[src/mem_pkg.sv]
package mem_pkg;

// Memory geometry
localparam int AN = 10;
localparam int DN = 16;
localparam int BURST = 8;
// Burst counter also covers the lead cycles
localparam int BURST_CW = $clog2(BURST + 2);

typedef logic [AN - 1:0] addr_t;
typedef logic [DN - 1:0] data_t;
typedef logic [1:0] id_t;

// Client ids
localparam id_t ID_FRAME = 2'd2;
localparam id_t ID_TEST = 2'd3;

// Frame region and pixel FIFO
localparam addr_t FRAME_BASE = '0;
localparam int FRAME_WORDS = 64;
localparam int FIFO_AW = 4;
localparam int FIFO_DEPTH = 1 << FIFO_AW;

// Tester region overlaps the frame
localparam addr_t TEST_BASE = '0;
localparam int TEST_WORDS = 64;
localparam logic [15:0] PATTERN_KEY = 16'h5a3c;

endpackage
[src/frame_reader.sv]
module frame_reader import mem_pkg::*; (
	input logic clkSYS,
	input logic n_reset,
	input logic frame_en,
	output logic req,
	output addr_t addr,
	input logic ack,
	input data_t rdata,
	input logic rvalid,
	input logic pix_rd,
	output data_t pix_data,
	output logic pix_valid
);

data_t fifo [0:FIFO_DEPTH - 1];
logic [FIFO_AW - 1:0] wr_ptr;
logic [FIFO_AW - 1:0] rd_ptr;
logic [FIFO_AW:0] level;
logic [BURST_CW - 1:0] inflight;
logic push;
logic pop;
logic room;

assign push = rvalid;
assign pop = pix_rd && pix_valid;
assign pix_valid = level != '0;
assign pix_data = fifo[rd_ptr];

// Space for a full burst and nothing still on its way
assign room = level <= (FIFO_AW + 1)'(FIFO_DEPTH - BURST) && inflight == '0;

always_ff @(posedge clkSYS, negedge n_reset)
	if (!n_reset) begin
		req <= 1'b0;
		addr <= FRAME_BASE;
		inflight <= '0;
		wr_ptr <= '0;
		rd_ptr <= '0;
		level <= '0;
	end else begin
		if (ack) begin
			req <= 1'b0;
			if (addr == FRAME_BASE + addr_t'(FRAME_WORDS - BURST))
				addr <= FRAME_BASE;
			else
				addr <= addr + addr_t'(BURST);
		end else if (!req && frame_en && room) begin
			req <= 1'b1;
			inflight <= BURST_CW'(BURST);
		end
		if (push) begin
			inflight <= inflight - 1'b1;
			wr_ptr <= wr_ptr + 1'b1;
		end
		if (pop)
			rd_ptr <= rd_ptr + 1'b1;
		case ({push, pop})
			2'b10: level <= level + 1'b1;
			2'b01: level <= level - 1'b1;
			default: level <= level;
		endcase
	end

always_ff @(posedge clkSYS) begin
	if (push)
		fifo[wr_ptr] <= rdata;
end

endmodule

[config.mk]
export PLATFORM = sky130hd
export DESIGN_NAME = frame_reader
export DESIGN_NICKNAME = d
export VERILOG_FILES = /design/src/mem_pkg.sv /design/src/frame_reader.sv
export SDC_FILE = /design/constraint.sdc
export NUM_CORES = 1
export LEC_CHECK = 0
export BUFFER_PORTS_ARGS = -buffer_cell sky130_fd_sc_hd__buf_2
export CORE_UTILIZATION = 35
export DETAILED_ROUTE_END_ITERATION = 12
export PLACE_DENSITY_LB_ADDON = 0.12
export SYNTH_ARGS = -nofsm -noshare
export SYNTH_HDL_FRONTEND = slang
export SYNTH_SLANG_ARGS = --single-unit
[constraint.sdc]
create_clock -name clkSYS -period 3.12 [get_ports clkSYS]
set_input_delay 0.936 -clock clkSYS [delete_from_list [all_inputs] [get_ports clkSYS]]
set_output_delay 0.936 -clock clkSYS [all_outputs]
set_load 0.01 [all_outputs]
After elaboration in Yosys (flattened, before gate mapping)

Memories as Yosys holds them, arrays and structs flattened.
Index checks and enable logic that the tools add are counted.

Bits in registers: 28
Memory bits (writable): 256
Memories kept: 1
Input bits: 22
Output and inout port bits: 28
Logic and storage cells: 38

Reductions and logical operators: 11
Add/subtract/negate cells: 6
Eq/ne operators: 4
Mux-type cells: 9
Magnitude comparators: 1

Memory list:

| name | words | width | read ports | clocked after memory_dff | wr ports | RTL line           | RTL |
|---|---|---|---|---|---|---|---|
| fifo | 16    | 16    | 1          | 0                        | 1        | frame_reader.sv:15 | `data_t fifo [0:FIFO_DEPTH - 1];` |

Operator list:

| operator                                                        | count |
|---|---|
| two-way mux 4 bit                                               | 3 |
| adder 10 x 4 -> 10 bit (second input constant)                  | 1 |
| equality test 10 x 6 -> 1 bit (second input constant)           | 1 |
| two-way mux 10 bit                                              | 1 |
| case mux 5 bit (2 select lines)                                 | 1 |
| adder 4 x 1 -> 4 bit (second input constant)                    | 2 |
| nonzero test 2 bit                                              | 3 |
| adder 5 x 1 -> 5 bit (second input constant)                    | 1 |
| less-or-equal comparator 5 x 4 -> 1 bit (second input constant) | 1 |
| nonzero test 5 bit                                              | 1 |
| subtractor 5 x 1 -> 5 bit (second input constant)               | 1 |
| logical AND 1 bit                                               | 4 |
| zero test 4 bit                                                 | 1 |
| two-way mux 1 bit                                               | 4 |
| subtractor 4 x 1 -> 4 bit (second input constant)               | 1 |
| equality test 2 x 1 -> 1 bit (second input constant)            | 1 |
| equality test 2 bit (second input constant)                     | 1 |
| inequality test 2 x 1 -> 1 bit (second input constant)          | 1 |
| AND reduction 2 bit                                             | 1 |
| zero test 1 bit                                                 | 1 |

Logic depth before layout (Yosys ltp)

Word-level depth: 6
Depth in mapped cells: 8

Worst setup path before layout

No wires, ideal clock.

Kind: reg-to-reg
From: register level[1]
To: register level[4]
Setup time: 0.116 ns
Data arrival time: 2.361 ns
Buffers on the path: 0
Cell stages (with the launch flop): 8
Setup slack: 0.644 ns
Period minus slack after synthesis: 2.476 ns
Cell sequence: dfrtp_1 -> or3_4 -> o31a_1 -> ha_1 -> fa_1 -> a21oi_1 -> o21ai_0 -> o311ai_0

Cells in the longest elaborated chain, start to end: 4
Elaborated cells between the ends (all ways): 8
Classes of those cells: 2 x add/sub; 2 x eq/ne; 1 x mux; 3 x reduce/logical

Ends and longest elaborated chain:

| element                                                                           | RTL line           | RTL |
|---|---|---|
| start: declaration                                                                | frame_reader.sv:18 | `logic [FIFO_AW:0] level;` |
| start signal: assignment                                                          | frame_reader.sv:58 | `2'b10: level <= level + 1'b1;` |
| start signal: assignment                                                          | frame_reader.sv:59 | `2'b01: level <= level - 1'b1;` |
| start signal: assignment                                                          | frame_reader.sv:60 | `default: level <= level;` |
| parallel branches: the longest is 4 deep, another holds subtractor 5 x 1 -> 5 bit | n/a                |  |

Several ways; the timed one is not identified.
A chain may end at the register's enable or synchronous reset.

Worst setup path after layout

From: register rd_ptr[0]
To: output port pix_data[14]

Cells in the longest elaborated chain, start to end: 1

Ends and longest elaborated chain:

| element                  | RTL line           | RTL |
|---|---|---|
| start: declaration       | frame_reader.sv:17 | `logic [FIFO_AW - 1:0] rd_ptr;` |
| start signal: assignment | frame_reader.sv:56 | `rd_ptr <= rd_ptr + 1'b1;` |
| memory (16 x 16 bit)     | n/a                |  |
| end: declaration         | frame_reader.sv:11 | `output data_t pix_data,` |

Every way passes these cells.

==> qor.txt <==
multi-input logic area: 0.002646 sq mm
Clock Tree Root: clkbuf_16
reg2reg setup slack: 0.39 ns
number of global-route vias before repair: 5836
Mapped Cells: 536
Seq pwr share: 39.9%
hold buffers post-CTS: 0
clock power share: 27.1%
minimum clock period: 3.197 ns
worst slack, placed: 0.2193 ns
Ports: 50
Vias per Instance: 5.165
register clock-pin slew on the reported worst setup and hold paths: 0.06 ns
Final setup violation count: 16
switching portion of total power: 30.51%
Via Count: 5408
Global Route Usage Sum: 15.86%
Seq/Total Area, Yosys: 75.35%
Ys Warns: 0
grt ovf: 0
Routability Congestion: 0.6972
Slew @ Worst Pin: 0.6948 ns
Initial Utilization: 35.79%
Overall Power: 0.01203 W
Slew HR: 53.68%
detailed placement HPWL: 13580 microns
CTS tree: built
Synth Flop Type: edfxtp_1
post-layout util: 42.56%
Yosys cell types: 40
worst path required time: 2.18 ns
initial antenna violation count: 1
async set or reset register ratio after synthesis: 8.897%
final hold violations: 0
RSZ-0062 raised after global routing: yes
Layout Skew: 0.01717 ns
run status: finished, violations left
Row Count: 64
internal power: 0.008361 W
die boundary width: 179.5 microns
VDD IR max: 0.4684 mV
period utilisation layout: 102.5%
CTS Buf Count: 30
mapped cell area: 0.01103 sq mm
largest net degree at the start of global routing: 44
CTS Sinks: 281
Die Ht: 179.5 microns
H-tree depth: 1
ANT nets after route: 0
syn_area_per_cell: 20.58 sq um
Routed WL: 25230 microns
endpoint class of the critical path: primary output
Max Freq: 312.8 MHz
CP arrival: 2.26 ns
Post-synth EDFFs: 256
synthesis-stage register bit count: 281
Residual DRC: 2
Register Area: 0.008318 sq mm
most common cell after layout, fill and taps aside: edfxtp_1
first-pass GRT wire length: 37650 microns
Die ar.: 0.03224 sq mm
diode count: 0
Hold Path Class: in -> async
net load switching power: 0.003670 W
WS Path Type: reg -> out
failing checks: DRC, setup timing
Startpoint Class: flip-flop
leakage: 4.441 nW
max_cap viols: 0
most frequent cells in the layout: edfxtp_1, mux4_2, buf_2
IO Port Bufs: 46
Comb pwr share: 33.0%
core box area: 0.03083 sq mm
nets: 663
DR pass1 iterations: 10
clock buffer depth: 3
Slew Limit Fails: 0
P per Cell Area: 917.0 mW/mm^2
CP max FO: 7
Fill cells: 2690
wire per inst: 24.10 microns
synthesis-to-finish area growth: 18.92%
clock latency on the worst-skew pair: 0.56 ns
1st-iter DRT viols: 431
worst setup margin: -0.07721 ns
share of cells above drive strength 1: 33.95%
[power groups by stage]
| stage | registers [W] | logic, W | clock network (W) |
|---|---|---|---|
| 2_1_floorplan | 0.00481 | 0.00231 | 0 |
| 3_3_place_gp | 0.00491 | 0.00338 | 0 |
| 3_5_place_dp | 0.00494 | 0.00342 | 0 |
| 4_1_cts | 0.00480 | 0.00380 | 0.00336 |
| 5_1_grt | 0.00485 | 0.00431 | 0.00350 |
| 6_report | 0.00480 | 0.00397 | 0.00326 |
[final timing paths]
path | start | endpoint | cells past startpoint
worst max-delay path | rd_ptr[0]$_DFFE_PN0N_ | pix_data[14] | 6
min in group clkSYS | req$_DFFE_PN0P_ | req$_DFFE_PN0P_ | 1
worst max register to register | level[1]$_DFFE_PN0P_ | level[4]$_DFFE_PN0P_ | 7
worst min-delay path | n_reset | inflight[3]$_DFFE_PN0P_ | 1
max in group asynchronous | n_reset | rd_ptr[0]$_DFFE_PN0N_ | 1
worst min register to register | req$_DFFE_PN0P_ | req$_DFFE_PN0P_ | 1
[registers in the layout, summed over array words and instances (netlist names)]
| name | count |
|---|---|
| rd_ptr | 4 |
| inflight | 4 |
| fifo | 256 |
| req | 1 |
| addr | 7 |
| level | 5 |
| wr_ptr | 4 |
[stage by stage]
stage          setup TNS, ns  cell area, sq um  instances  hold slack, ns
4_1_cts               -1.666             12950       1043          0.3859
3_5_place_dp               0             11880        983          0.4942
5_1_grt               -2.381             13120       1047          0.4255
6_report             -0.6963             13120       1047          0.4002
2_1_floorplan              0             11040        538          0.4609
3_3_place_gp               0             11880        983          0.4806
[Yosys cell counts, types with 2 or more instances]
cell type	instances	share of area (%)
a21o_1	3	0.20
nor3_1	4	0.18
xnor2_1	10	0.79
nor4_1	2	0.11
nand4_1	4	0.23
ha_1	11	1.2
nor2b_1	3	0.17
or3_1	3	0.17
inv_1	8	0.27
buf_6	4	0.41
clkbuf_1	11	0.37
mux4_2	64	13
dfrtp_1	25	5.7
a21oi_1	2	0.091
mux2_2	2	0.20
buf_4	3	0.20
buf_2	7	0.32
nor2_1	7	0.24
nor3b_1	2	0.14
o21ai_0	7	0.32
edfxtp_1	256	70
nand2_1	28	0.95
a22oi_1	32	2.2
and2_1	17	0.96
xor2_1	6	0.48
[logic make-up (layout without fill, tap and decap cells)]
| family | Yosys count | after routing | synth area share (%) |
|---|---|---|---|
| flops | 281 | 281 | 75.35 |
| mux | 68 | 68 | 13.46 |
| other cells | 1 | 3 | 0.03399 |
| simple gates | 75 | 75 | 3.550 |
| buf+inv | 35 | 148 | 1.792 |
| compound gates | 48 | 48 | 3.119 |
| fa+ha+maj | 12 | 12 | 1.429 |
| xor+xnor | 16 | 16 | 1.270 |
[worst max-delay path, stage by stage (launching register included)]
cell and delay [ns]:
dfrtp_4 0.47, buf_12 0.16, buf_12 0.14, mux4_2 0.51, a22oi_2 0.19, nand2_2 0.10, buf_6 0.13
[final cells by class]
cell class              count  share of cell area (%)
repair buffers             86                   5.588
inverters                   8                  0.2289
clock inverters            16                  0.8869
well taps                 396                   3.776
flip-flops and latches    281                   63.40
clock buffers              38                   5.951
multi-input cells         222                   20.17
[per-layer routing]
layer | wire length, microns | part of all wire [%] | GRT usage [%]
met5 | 17 | 0.067 | 0
met4 | 424 | 1.7 | 3.828
met3 | 1225 | 4.9 | 2.877
met2 | 12280 | 49 | 26.13
met1 | 11280 | 45 | 21.90
[repair_timing]
item	in CTS	in global routing
setup buffers	5	1
pin swaps	4	11
gates resized for setup	18	18
endpoints found under the setup margin	16	16
gates cloned	1	3
No activity file was read; power rests on OpenSTA's default activity.
