--- src/mem_pkg.sv ---
package mem_pkg;

// Memory geometry
localparam int AN = 10;
localparam int DN = 16;
localparam int BURST = 8;
// Burst counter also covers the lead cycles
localparam int BURST_CW = $clog2(BURST + 2);

typedef logic [AN - 1:0] addr_t;
typedef logic [DN - 1:0] data_t;
typedef logic [1:0] id_t;

// Client ids
localparam id_t ID_FRAME = 2'd2;
localparam id_t ID_TEST = 2'd3;

// Frame region and pixel FIFO
localparam addr_t FRAME_BASE = '0;
localparam int FRAME_WORDS = 64;
localparam int FIFO_AW = 4;
localparam int FIFO_DEPTH = 1 << FIFO_AW;

// Tester region overlaps the frame
localparam addr_t TEST_BASE = '0;
localparam int TEST_WORDS = 64;
localparam logic [15:0] PATTERN_KEY = 16'h5a3c;

endpackage
--- src/mem_arbiter.sv ---
module mem_arbiter import mem_pkg::*; (
	input logic clkSYS,
	input logic n_reset,

	input logic fr_req,
	input logic fr_wr,
	input addr_t fr_addr,
	input data_t fr_wdata,
	output logic fr_ack,
	output data_t fr_rdata,
	output logic fr_rvalid,

	input logic ts_req,
	input logic ts_wr,
	input addr_t ts_addr,
	input data_t ts_wdata,
	output logic ts_ack,
	output data_t ts_rdata,
	output logic ts_rvalid,

	output logic mem_req,
	output logic mem_wr,
	output addr_t mem_addr,
	output data_t mem_wdata,
	output id_t mem_id,
	input logic mem_ack,
	input data_t rd_data,
	input id_t rd_id,
	input logic rd_valid
);

logic ack_latch;
logic grant;

// Hold off for a cycle after the ack while the client drops its request
assign grant = !mem_req && !mem_ack && !ack_latch && (fr_req || ts_req);

always_ff @(posedge clkSYS, negedge n_reset)
	if (!n_reset) begin
		mem_req <= 1'b0;
		ack_latch <= 1'b0;
		fr_ack <= 1'b0;
		ts_ack <= 1'b0;
		fr_rvalid <= 1'b0;
		ts_rvalid <= 1'b0;
	end else begin
		ack_latch <= mem_ack;
		if (mem_ack)
			mem_req <= 1'b0;
		else if (grant)
			mem_req <= 1'b1;
		fr_ack <= mem_ack && mem_id == ID_FRAME;
		ts_ack <= mem_ack && mem_id == ID_TEST;
		fr_rvalid <= rd_valid && rd_id == ID_FRAME;
		ts_rvalid <= rd_valid && rd_id == ID_TEST;
	end

always_ff @(posedge clkSYS) begin
	if (grant) begin
		// Frame reader first
		if (fr_req) begin
			mem_wr <= fr_wr;
			mem_addr <= fr_addr;
			mem_wdata <= fr_wdata;
			mem_id <= ID_FRAME;
		end else begin
			mem_wr <= ts_wr;
			mem_addr <= ts_addr;
			mem_wdata <= ts_wdata;
			mem_id <= ID_TEST;
		end
	end
	fr_rdata <= rd_data;
	ts_rdata <= rd_data;
end

endmodule

--- config.mk ---
export PLATFORM = sky130hd
export DESIGN_NAME = mem_arbiter
export DESIGN_NICKNAME = d
export VERILOG_FILES = /design/src/mem_pkg.sv /design/src/mem_arbiter.sv
export SDC_FILE = /design/constraint.sdc
export NUM_CORES = 1
export LEC_CHECK = 0
export ABC_CLOCK_PERIOD_IN_PS = 2800
export CAP_MARGIN = 0
export CORE_ASPECT_RATIO = 0.75
export CORE_UTILIZATION = 55
export DETAILED_ROUTE_END_ITERATION = 16
export DONT_BUFFER_PORTS = 1
export GPL_TIMING_DRIVEN = 0
export HOLD_SLACK_MARGIN = 0.02
export PLACE_DENSITY = 0.77
export SLEW_MARGIN = 40
export SYNTH_ARGS = -nofsm -noshare
export SYNTH_HDL_FRONTEND = slang
export SYNTH_SLANG_ARGS = --single-unit
--- constraint.sdc ---
create_clock -name clkSYS -period 2.8 [get_ports clkSYS]
set_input_delay 0.28 -clock clkSYS [delete_from_list [all_inputs] [get_ports clkSYS]]
set_output_delay 0.28 -clock clkSYS [all_outputs]
set_load 0.03 [all_outputs]
Yosys cells after proc, flatten, opt, wreduce, memory -nomap -nowiden
Cells that the tools add are included.
{"block": "word_totals", "ff_bits": 51, "in_bits": 78, "output_inout_bits": 66, "elab_cells": 33}
{"block": "classes", "n_eq_ne": 4, "muxes": 6, "reduce_logical": 12}
{"op": "$mux 16", "count": 1}
{"op": "$mux 10", "count": 1}
{"op": "$eq 2x2->1 const B", "count": 4}
{"op": "$logic_and 1x1->1", "count": 7}
{"op": "$mux 1", "count": 4}
{"op": "$logic_not 1->1", "count": 3}
{"op": "$reduce_bool 2->1", "count": 1}
{"op": "$logic_or 1x1->1", "count": 1}

Longest topological paths before layout
Gate-level depths: netlist (run 1).
{"block": "depth", "depth_word": 6, "ltp_mapped": 4, "depth_no_buf": 2}

Worst setup path before layout (run 1)
No wires, ideal clock.
{"block": "synth_path", "path_type": "input port to flip-flop", "start": "input port fr_req", "end": "register mem_addr[0], enable pin", "setup_ps": 448, "arrival_time_ps": 2573, "required_ps": 2352, "path_slack_ps": -222, "path_stages": 4, "path_buffers": 2, "cell_sequence": "buf_6 -> buf_8 -> o21bai_2 -> nor3_1"}
{"block": "synth_between", "elab_chain_cells": 2}
{"item": "start, declared", "line": "mem_arbiter.sv:5", "rtl": "input logic fr_req,"}
{"item": "$logic_or 1x1->1", "line": "mem_arbiter.sv:36", "rtl": "assign grant = !mem_req && !mem_ack && !ack_latch && (fr_req || ts_req);"}
{"item": "$logic_and 1x1->1", "line": "mem_arbiter.sv:36"}
{"item": "named net grant", "line": "mem_arbiter.sv:33", "rtl": "logic grant;"}
{"item": "end signal, assigned", "line": "mem_arbiter.sv:63", "rtl": "mem_addr <= fr_addr;"}
{"item": "end signal, assigned", "line": "mem_arbiter.sv:68", "rtl": "mem_addr <= ts_addr;"}
{"item": "end, declared", "line": "mem_arbiter.sv:23", "rtl": "output addr_t mem_addr,"}
The timed path passes the listed nets, and every way through them passes these cells.
A chain may end at the register's enable or synchronous reset.

Final worst setup path (run 1)
{"block": "layout_path", "start": "register mem_req", "end": "register mem_addr[9], enable pin"}
{"block": "layout_between", "elab_chain_cells": 4}
{"item": "start, declared", "line": "mem_arbiter.sv:21", "rtl": "output logic mem_req,"}
{"item": "start signal, assigned", "line": "mem_arbiter.sv:40", "rtl": "mem_req <= 1'b0;"}
{"item": "start signal, assigned", "line": "mem_arbiter.sv:49", "rtl": "mem_req <= 1'b0;"}
{"item": "start signal, assigned", "line": "mem_arbiter.sv:51", "rtl": "mem_req <= 1'b1;"}
{"item": "$logic_not 1->1", "line": "mem_arbiter.sv:36"}
{"item": "$logic_and 1x1->1 (3 in series)", "line": "mem_arbiter.sv:36"}
{"item": "named net grant", "line": "mem_arbiter.sv:33"}
The timed path passes the listed nets, and every way through them passes these cells.

==> impl_metrics.tcl, run 1 <==
set metrics [dict create \
    status "completed" \
    fp.dieW_microns 69.2 \
    place_hpwl_microns 2510 \
    end_kind "flip-flop" \
    top_layer_used "met4" \
    dr.pass1.iters 4 \
    holdCritPathClass "in -> reg" \
    seq_area_sq_mm 0.00131 \
    die_y_microns 52.4 \
    coreArea_sq_mm 0.00308 \
    cts.htree.levels 2 \
    fin_hold_ws_ns 0.0491 \
    wl_met2_microns 1870 \
    finalSetupViolCount 0 \
    p_switching_mw 0.348 \
    ff2ff_setup_slack_ns 1.16 \
    port_buffers 0 \
    p_leak_nw 0.872 \
    drt-met1-wl_microns 1220 \
    drive_above_1_share 0.412 \
    synth_nets 186 \
    insertion_delay_ns 0.29 \
    cts.sinks 50 \
    finalClockSkew_ns 0.00630 \
    final_common_cell "edfxtp_1" \
    drv_slew 0 \
    num_vias 949 \
    routed_wl_microns 3530 \
    placed_area_sq_mm 0.00195 \
    syn_area_per_cell_sq_um 17.3 \
    cts_setup_buffers 0 \
    grt_pass1_wl_microns 4960 \
    final_area_sq_mm 0.00221 \
    drtAntennaViolNets 0 \
    peakVddDrop_mv 0.385 \
    rows 17 \
    period_minus_slack_ns 1.64 \
    ys_types 19 \
    antenna_found_initial 0 \
    max_freq_mhz 609 \
    wire_per_inst_microns 20.3 \
    post-place-cells 148 \
    cp.required_ns 2.80 \
    grt_pass1_vias 984 \
    power_density_mw_per_mm2 642 \
    multiInputGateArea_sq_um 397 \
    gp_congestion 0.676 \
    nFillCells 199 \
    grt_max_degree 15 \
    start_kind "flip-flop" \
    root_buffer "clkbuf_8" \
    min_path_cells 1 \
    cts_buffer_depth 2 \
    fin_util 0.716 \
    start_util 0.604 \
    fin_setup_tns_ns 0 \
    final-instance-count-excl-fill 174 \
    r2r-start "mem_req" \
    rsz0062_at_grt "false" \
    ys_warn_count 0 \
    crit_fanout 12 \
    worstHoldStart "rd_id[0]" \
    drv_cap 0 \
    finalNetCount 213 \
    cts_tree "yes" \
    antennaDiodeCount 0 \
    p_clk_frac 0.270 \
    hold_end "fr_rvalid" \
    finalCritPeriodShare 0.586 \
    vias_per_cell 5.45 \
    power_frac_comb 0.099 \
    cp.arrival_ns 1.64 \
    dieArea_sq_mm 0.00363 \
    seq_power_share 0.631 \
    hold_viol_final 0 \
    grt-ovfl-total 0 \
    areaGrowthSynthToFinish_pct 18.5 \
    syn-instance-count 108 \
    cts_buffers 5 \
    path_class "reg -> reg" \
    io_pins 144 \
    final_cell_mix "28 x edfxtp_1, 19 x mux2_2, 18 x dlygate4sd3_1" \
    reg2reg_to "mem_addr[9]" \
    route.met3.wl_microns 371 \
    intPower_mw 1.07 \
    clk_pin_slew_ns 0.08 \
    ys_ff_latch 50 \
    p_sw_frac 0.246 \
    ys_seq_area_frac 0.704 \
    netlist_area_sq_mm 0.00186 \
    drcViolationCount 0 \
    ff2ff_path_depth 3 \
    gr-usage-all-layers 0.197 \
    drtIter0Drc 40 \
]
-- logic make-up (layout without fill, tap and decap cells) --
| family | count (synthesis) | count (layout) | share of synthesized area |
|---|---|---|---|
| other | 1 | 1 | 0.00201 |
| flip-flops | 50 | 50 | 0.704 |
| buffers and inverters | 22 | 50 | 0.0893 |
| AND/OR/NAND/NOR | 6 | 6 | 0.0168 |
| multiplexers | 27 | 27 | 0.179 |
| AO/OA/AOI/OAI | 2 | 2 | 0.00873 |
-- power by group through the flow --
stage	combinational [mW]	sequential, mW	clock, mW
finish	0.140	0.895	0.383
global route	0.148	0.898	0.428
CTS	0.140	0.895	0.389
detailed placement	0.118	0.911	0
global placement	0.111	0.911	0
floorplan	0.103	0.906	0
-- critical path, cell delays in order (launching register included) --
cell,delay (ns)
dfrtp_1,0.53
nor3_4,0.45
buf_8,0.21
buf_6,0.17
-- state kept, by name, indices dropped and copies added (netlist names) --
signal	count
mem_wr	1
mem_id	1
ts_rvalid	1
mem_addr	10
fr_ack	1
mem_req	1
mem_wdata	16
fr_rvalid	1
ts_ack	1
ts_rdata	16
ack_latch	1
-- how the worst max path moves through the flow --
stage	slack, ns	to	cells past startpoint	from
global route	1.08	mem_wdata[10]	3	mem_req
CTS	1.15	mem_wdata[4]	3	mem_req
finish	1.16	mem_addr[9]	3	mem_req
detailed placement	1.08	mem_wdata[8]	6	fr_req
global placement	0.18	mem_wdata[7]	4	fr_req
floorplan	0.64	mem_addr[0]	4	fr_req
-- metrics by stage --
stage	total power [mW]	setup WS, ns
global placement	1.02	0.180
CTS	1.42	1.15
detailed placement	1.03	1.08
global route	1.47	1.08
finish	1.42	1.16
floorplan	1.01	0.641
-- routing by layer --
| layer | vias to the layer above | global-route usage |
|---|---|---|
| met5 | - | 0 |
| met4 | 0 | 0.109 |
| met3 | 7 | 0.0962 |
| met2 | 79 | 0.338 |
| met1 | 444 | 0.201 |
| li1 | 419 | - |
-- synth_stat cells --
cell type  number  area share
edfxtp_1       28        0.45
mux2_2         19        0.11
buf_4          17       0.069
dfxtp_1        16        0.17
mux2_4          8       0.064
dfrtp_1         6       0.081
inv_1           2      0.0040
a21oi_1         1      0.0027
and2_1          1      0.0034
and3_1          1      0.0034
buf_2           1      0.0027
buf_6           1      0.0060
buf_8           1      0.0081
conb_1          1      0.0020
nand2_1         1      0.0020
nor2_1          1      0.0020
nor2b_1         1      0.0034
nor3_1          1      0.0027
o21bai_2        1      0.0060
-- layout make-up --
class	instances	share of cell area
Buffer	20	0.0720
Inverter	2	0.00340
Multi-Input combinational cell	36	0.180
Sequential cell	50	0.594
Timing Repair Buffer	20	0.0935
Tap cell	38	0.0215
Clock buffer	8	0.0363
-- repair_timing --
action,in CTS,in global routing
setup endpoints to repair,0,0
resized for setup,0,0
hold endpoints to repair,23,0
hold buffers,18,0
(Power assumes the default switching activity.)
==> run 2: changes to the inputs <==
--- a/config.mk
+++ b/config.mk
@@ -5,15 +5,15 @@
 export SDC_FILE = /design/constraint.sdc
 export NUM_CORES = 1
 export LEC_CHECK = 0
-export ABC_CLOCK_PERIOD_IN_PS = 2800
+export ABC_CLOCK_PERIOD_IN_PS = 1700
 export CAP_MARGIN = 0
 export CORE_ASPECT_RATIO = 0.75
-export CORE_UTILIZATION = 55
+export CORE_UTILIZATION = 60
 export DETAILED_ROUTE_END_ITERATION = 16
 export DONT_BUFFER_PORTS = 1
 export GPL_TIMING_DRIVEN = 0
 export HOLD_SLACK_MARGIN = 0.02
-export PLACE_DENSITY = 0.77
+export PLACE_DENSITY = 0.8
 export SLEW_MARGIN = 40
 export SYNTH_ARGS = -nofsm -noshare
 export SYNTH_HDL_FRONTEND = slang
==> constraint.sdc (replaced) <==
create_clock -name clkSYS -period 1.7 [get_ports clkSYS]
set_input_delay 0.17 -clock clkSYS [delete_from_list [all_inputs] [get_ports clkSYS]]
set_output_delay 0.17 -clock clkSYS [all_outputs]
set_load 0.03 [all_outputs]
==> run 2 against run 1 <==
Against the previous run: final area up 1.2%; clock power up 77%; global-route usage up 1.7 points; clock skew about the same; via count up 0.53%; critical path type unchanged; critical endpoint is now mem_wdata[15].
==> impl_metrics.tcl, run 2 (synthesized netlist as in run 1, its figures left out) <==
set metrics [dict create \
    finalNetCount 215 \
    cts_setup_buffers 0 \
    final_common_cell "edfxtp_1" \
    placed_area_sq_mm 0.00194 \
    wire_per_inst_microns 19.8 \
    power_density_mw_per_mm2 1070 \
    grt_pass1_wl_microns 4860 \
    p_total_mw 2.38 \
    place_hpwl_microns 2390 \
    fin_hold_ws_ns 0.0281 \
    cp.arrival_ns 1.54 \
    io_pins 144 \
    start_kind "flip-flop" \
    end_kind "flip-flop" \
    routed_wl_microns 3480 \
    final_cell_mix "28 x edfxtp_1, 20 x dlygate4sd3_1, 19 x mux2_2" \
    areaGrowthSynthToFinish_pct 19.9 \
    post_cts_resized 0 \
    dr.pass1.iters 4 \
    drtAntennaViolNets 0 \
    crit_fanout 11 \
    drv_cap 0 \
    insertion_delay_ns 0.29 \
    drcViolationCount 0 \
    seq_area_sq_mm 0.00131 \
    grt_pass1_vias 991 \
    drive_above_1_share 0.428 \
    grt_max_degree 18 \
    multiInputGateArea_sq_um 397 \
    fp.dieW_microns 66.3 \
    cts_buffer_depth 2 \
    grt-ovfl-total 0 \
    cp.required_ns 1.71 \
    cts.htree.levels 2 \
    port_buffers 0 \
    cts_tree "yes" \
    coreArea_sq_mm 0.00296 \
    finalCritPeriodShare 0.900 \
    period_minus_slack_ns 1.53 \
    drtIter0Drc 51 \
    rsz0062_at_grt "false" \
    gp_congestion 0.628 \
    nFillCells 180 \
    clk_pin_slew_ns 0.09 \
    status "completed" \
    max_freq_mhz 654 \
    gr-usage-all-layers 0.213 \
    hold_viol_final 0 \
    die_y_microns 50.3 \
    cts.sinks 50 \
    rows 17 \
    finalClockSkew_ns 0.00677 \
    peakVddDrop_mv 0.678 \
    antenna_found_initial 0 \
    final_area_sq_mm 0.00223 \
    fin_setup_tns_ns 0 \
    finalSetupViolCount 0 \
    vias_per_cell 5.42 \
    path_class "reg -> reg" \
    drv_slew 0 \
    p_leak_nw 0.891 \
    holdCritPathClass "in -> reg" \
    start_util 0.630 \
    antennaDiodeCount 0 \
    root_buffer "clkbuf_8" \
    num_vias 954 \
    cts_buffers 5 \
    reg.largest.list "mem_wdata x16, ts_rdata x16, mem_addr x10" \
    dieArea_sq_mm 0.00333 \
]
run 2: area by class of cell:
type / instances / area share
buffer: 20 / 0.0711
clock buffer: 5 / 0.0308
clock inverter: 3 / 0.00952
inverter: 2 / 0.00336
multi-input combinational: 36 / 0.177
sequential: 50 / 0.587
tap: 38 / 0.0213
timing repair buffer: 22 / 0.0997
run 2: critical path, stage by stage, from the launching register on:
cell,delay [ns]
dfrtp_1,0.53
nor3_4,0.48
buf_6,0.23
run 2: timing repair:
item,CTS,global route
endpoints found under the hold margin,28,0
hold buffers,20,0
setup endpoints to repair,0,0
run 2: final timing paths:
kind	start	to	slack (ns)	depth (start not counted)
worst min register to register	ack_latch	mem_req	0.55	2
worst max-delay path	mem_req	mem_wdata[15]	0.17	2
worst min-delay path	rd_id[1]	ts_rvalid	0.03	1
max in group asynchronous	n_reset	mem_req	1.32	1
min in group asynchronous	n_reset	fr_ack	0.17	1
worst max register to register	mem_req	mem_wdata[15]	0.17	2
run 2: per-stage QoR:
stage / setup slack [ns] / cells / util
floorplan: 0.00349 / 108 / -
global placement: -0.268 / 146 / 0.650
detailed placement: 0.172 / 148 / 0.658
CTS: 0.160 / 176 / 0.756
global route: 0.115 / 176 / 0.756
finish: 0.171 / 176 / 0.756
run 2: report_power, final:
part | internal, mW | total, mW | switching, mW
clock | 0.297 | 0.679 | 0.382
combinational | 0.126 | 0.232 | 0.106
sequential | 1.34 | 1.47 | 0.130
run 2: metal layers:
| metal | vias to the layer above | track usage | wire length (microns) |
|---|---|---|---|
| met5 | - | 0 | 0 |
| met4 | 0 | 0.103 | 72 |
| met3 | 8 | 0.0886 | 324 |
| met2 | 82 | 0.383 | 1900 |
| met1 | 443 | 0.211 | 1180 |
| li1 | 421 | - | - |
==> run 3: changes to the inputs <==
--- a/config.mk
+++ b/config.mk
@@ -5,15 +5,17 @@
 export SDC_FILE = /design/constraint.sdc
 export NUM_CORES = 1
 export LEC_CHECK = 0
+export ABC_AREA = 1
 export ABC_CLOCK_PERIOD_IN_PS = 1700
 export CAP_MARGIN = 0
 export CORE_ASPECT_RATIO = 0.75
-export CORE_UTILIZATION = 60
+export CORE_UTILIZATION = 61
+export CTS_CLUSTER_SIZE = 16
 export DETAILED_ROUTE_END_ITERATION = 16
 export DONT_BUFFER_PORTS = 1
 export GPL_TIMING_DRIVEN = 0
 export HOLD_SLACK_MARGIN = 0.02
-export PLACE_DENSITY = 0.8
+export PLACE_DENSITY = 0.81
 export SLEW_MARGIN = 40
 export SYNTH_ARGS = -nofsm -noshare
 export SYNTH_HDL_FRONTEND = slang
==> run 3 against run 2 <==
Against the previous run: setup slack better by 0.012 ns; critical path depth up 1; wire length grew 8.8%; largest power group unchanged.
==> impl_metrics.tcl, run 3 <==
set metrics [dict create \
    synthArstFlopShare 0.120 \
    netlist_area_sq_mm 0.00188 \
    cts_buffer_depth 2 \
    rows 17 \
    ys_types 11 \
    routed_wl_microns 3790 \
    route.met3.wl_microns 362 \
    grt-ovfl-total 0 \
    cts.htree.levels 2 \
    start_util 0.640 \
    drtIter0Drc 90 \
    power_density_mw_per_mm2 1040 \
    grt_pass1_vias 1230 \
    root_buffer "clkbuf_8" \
    fp.dieW_microns 66.1 \
    wire_per_inst_microns 15.5 \
    reg.largest.list "mem_wdata x16, ts_rdata x16, mem_addr x10" \
    p_sw_frac 0.263 \
    power_frac_comb 0.100 \
    drtAntennaViolNets 0 \
    ys_seq_area_frac 0.698 \
    place_hpwl_microns 2610 \
    synth.largest_area_cell "edfxtp_1" \
    io_pins 144 \
    dieArea_sq_mm 0.00331 \
    nFillCells 189 \
    antennaDiodeCount 0 \
    cp.arrival_ns 1.46 \
    r2r-start "mem_req" \
    antenna_found_initial 0 \
    finalClockSkew_ns 0.00445 \
    syn_area_per_cell_sq_um 10.7 \
    grt_pass1_wl_microns 5410 \
    cts_buffers 5 \
    hold_viol_final 0 \
    drive_above_1_share 0.155 \
    cts.sinks 50 \
    grt_max_degree 15 \
    finalNetCount 283 \
    cp.required_ns 1.65 \
    finalCritPeriodShare 0.893 \
    coreArea_sq_mm 0.00294 \
    cts_setup_buffers 0 \
    ys_warn_count 0 \
    final_common_cell "nand2_1" \
    synth_common_cells "88 x nand2_1, 28 x edfxtp_1, 18 x buf_4" \
    clk_pin_slew_ns 0.08 \
    ys_dominant_reg_cell "edfxtp_1" \
    hold_end "mem_req" \
    wl_met2_microns 1950 \
    status "completed" \
    finalSetupViolCount 0 \
    intPower_mw 1.73 \
    multiInputGateArea_sq_um 379 \
    p_switching_mw 0.617 \
    drv_slew 0 \
    min_path_cells 3 \
    gp_congestion 0.692 \
    synth_nets 253 \
    ys_ff_latch 50 \
    seq_power_share 0.630 \
    rsz0062_at_grt "false" \
    synth_edf_count 28 \
    p_leak_nw 1.03 \
    drv_cap 0 \
    seq_area_sq_mm 0.00131 \
    yosysMostFrequentCell "nand2_1" \
    syn-instance-count 175 \
    dr.pass1.iters 4 \
    end_kind "flip-flop" \
    port_buffers 0 \
    cts_tree "yes" \
    insertion_delay_ns 0.29 \
    vias_per_cell 5.00 \
    period_minus_slack_ns 1.52 \
    top_layer_used "met4" \
    fin_setup_tns_ns 0 \
    peakVddDrop_mv 0.666 \
    drt-met1-wl_microns 1410 \
    holdCritPathClass "in -> reg" \
    die_y_microns 50.1 \
    ff2ff_setup_slack_ns 0.18 \
    reg2reg_to "mem_wdata[0]" \
    fin_util 0.766 \
    ys_top_cells_by_area "edfxtp_1 45%, nand2_1 18%, dfxtp_1 17%, dfrtp_1 8.0%, buf_4 7.2%" \
    path_class "reg -> reg" \
    post-synth-top-area-fraction 0.447 \
    drcViolationCount 0 \
    max_freq_mhz 659 \
    p_clk_frac 0.270 \
    p_total_mw 2.34 \
    final_cell_mix "88 x nand2_1, 28 x edfxtp_1, 22 x dlygate4sd3_1" \
    gr-usage-all-layers 0.233 \
    crit_fanout 14 \
    worstHoldStart "mem_ack" \
    start_kind "flip-flop" \
    ff2ff_path_depth 3 \
    num_vias 1220 \
    areaGrowthSynthToFinish_pct 19.6 \
]
## run 3: final cells by class
cell class | instances | area share
sequential | 50 | 0.584
multi-input combinational | 97 | 0.169
timing repair buffer | 22 | 0.0980
buffer | 23 | 0.0824
clock buffer | 6 | 0.0323
tap | 38 | 0.0212
inverter | 6 | 0.0100
clock inverter | 2 | 0.00390
## run 3: worst max path at each step
stage / cells past startpoint / end / slack, ns / start
after floorplan: 3 / mem_addr[0] / 0.18 / mem_req
after global placement: 3 / mem_wdata[3] / 0.009 / mem_req
after detailed placement: 3 / mem_wr / -0.003 / mem_req
after CTS: 3 / mem_wdata[0] / 0.18 / mem_req
after global routing: 3 / mem_wdata[5] / 0.11 / mem_req
final: 3 / mem_wdata[0] / 0.18 / mem_req
## run 3: routing by layer
metal  GRT usage  vias to the layer above
met5           0                        -
met3      0.0903                        8
met2       0.393                       70
met4       0.121                        0
li1            -                      584
met1       0.253                      558
## run 3: what timing repair did
action,CTS,global route
hold endpoints to repair,27,0
hold buffers,22,0
gates resized for setup,1,0
setup endpoints to repair,28,0
## run 3: stage by stage
stage | setup WS [ns] | cells | hold slack, ns | cell area (sq um)
after floorplan | 0.181 | 175 | -0.126 | 1890
after global placement | 0.00882 | 213 | -0.125 | 1930
after detailed placement | -0.00299 | 213 | -0.126 | 1930
after CTS | 0.179 | 244 | 0.0294 | 2250
after global routing | 0.107 | 244 | 0.0528 | 2250
final | 0.182 | 244 | 0.0573 | 2250
## run 3: cell families after synthesis
kind of cell / after synthesis / share of synthesized area
other: 1 / 0.00200
AND/OR/NAND/NOR: 95 / 0.190
flip-flops: 50 / 0.698
buffers and inverters: 29 / 0.111
## run 3: power by group through the flow
| stage | combinational, mW | clock (mW) | sequential [mW] |
|---|---|---|---|
| 2_1_floorplan | 0.164 | 0 | 1.50 |
| 3_3_place_gp | 0.181 | 0 | 1.50 |
| 3_5_place_dp | 0.188 | 0 | 1.50 |
| 4_1_cts | 0.234 | 0.638 | 1.48 |
| 5_1_grt | 0.258 | 0.686 | 1.48 |
| 6_report | 0.235 | 0.633 | 1.48 |
## run 3: critical path: stages (launching register included)
cell and delay, ns:
dfrtp_1 0.51, nor2_1 0.16, nand2_1 0.15, nor2_4 0.36
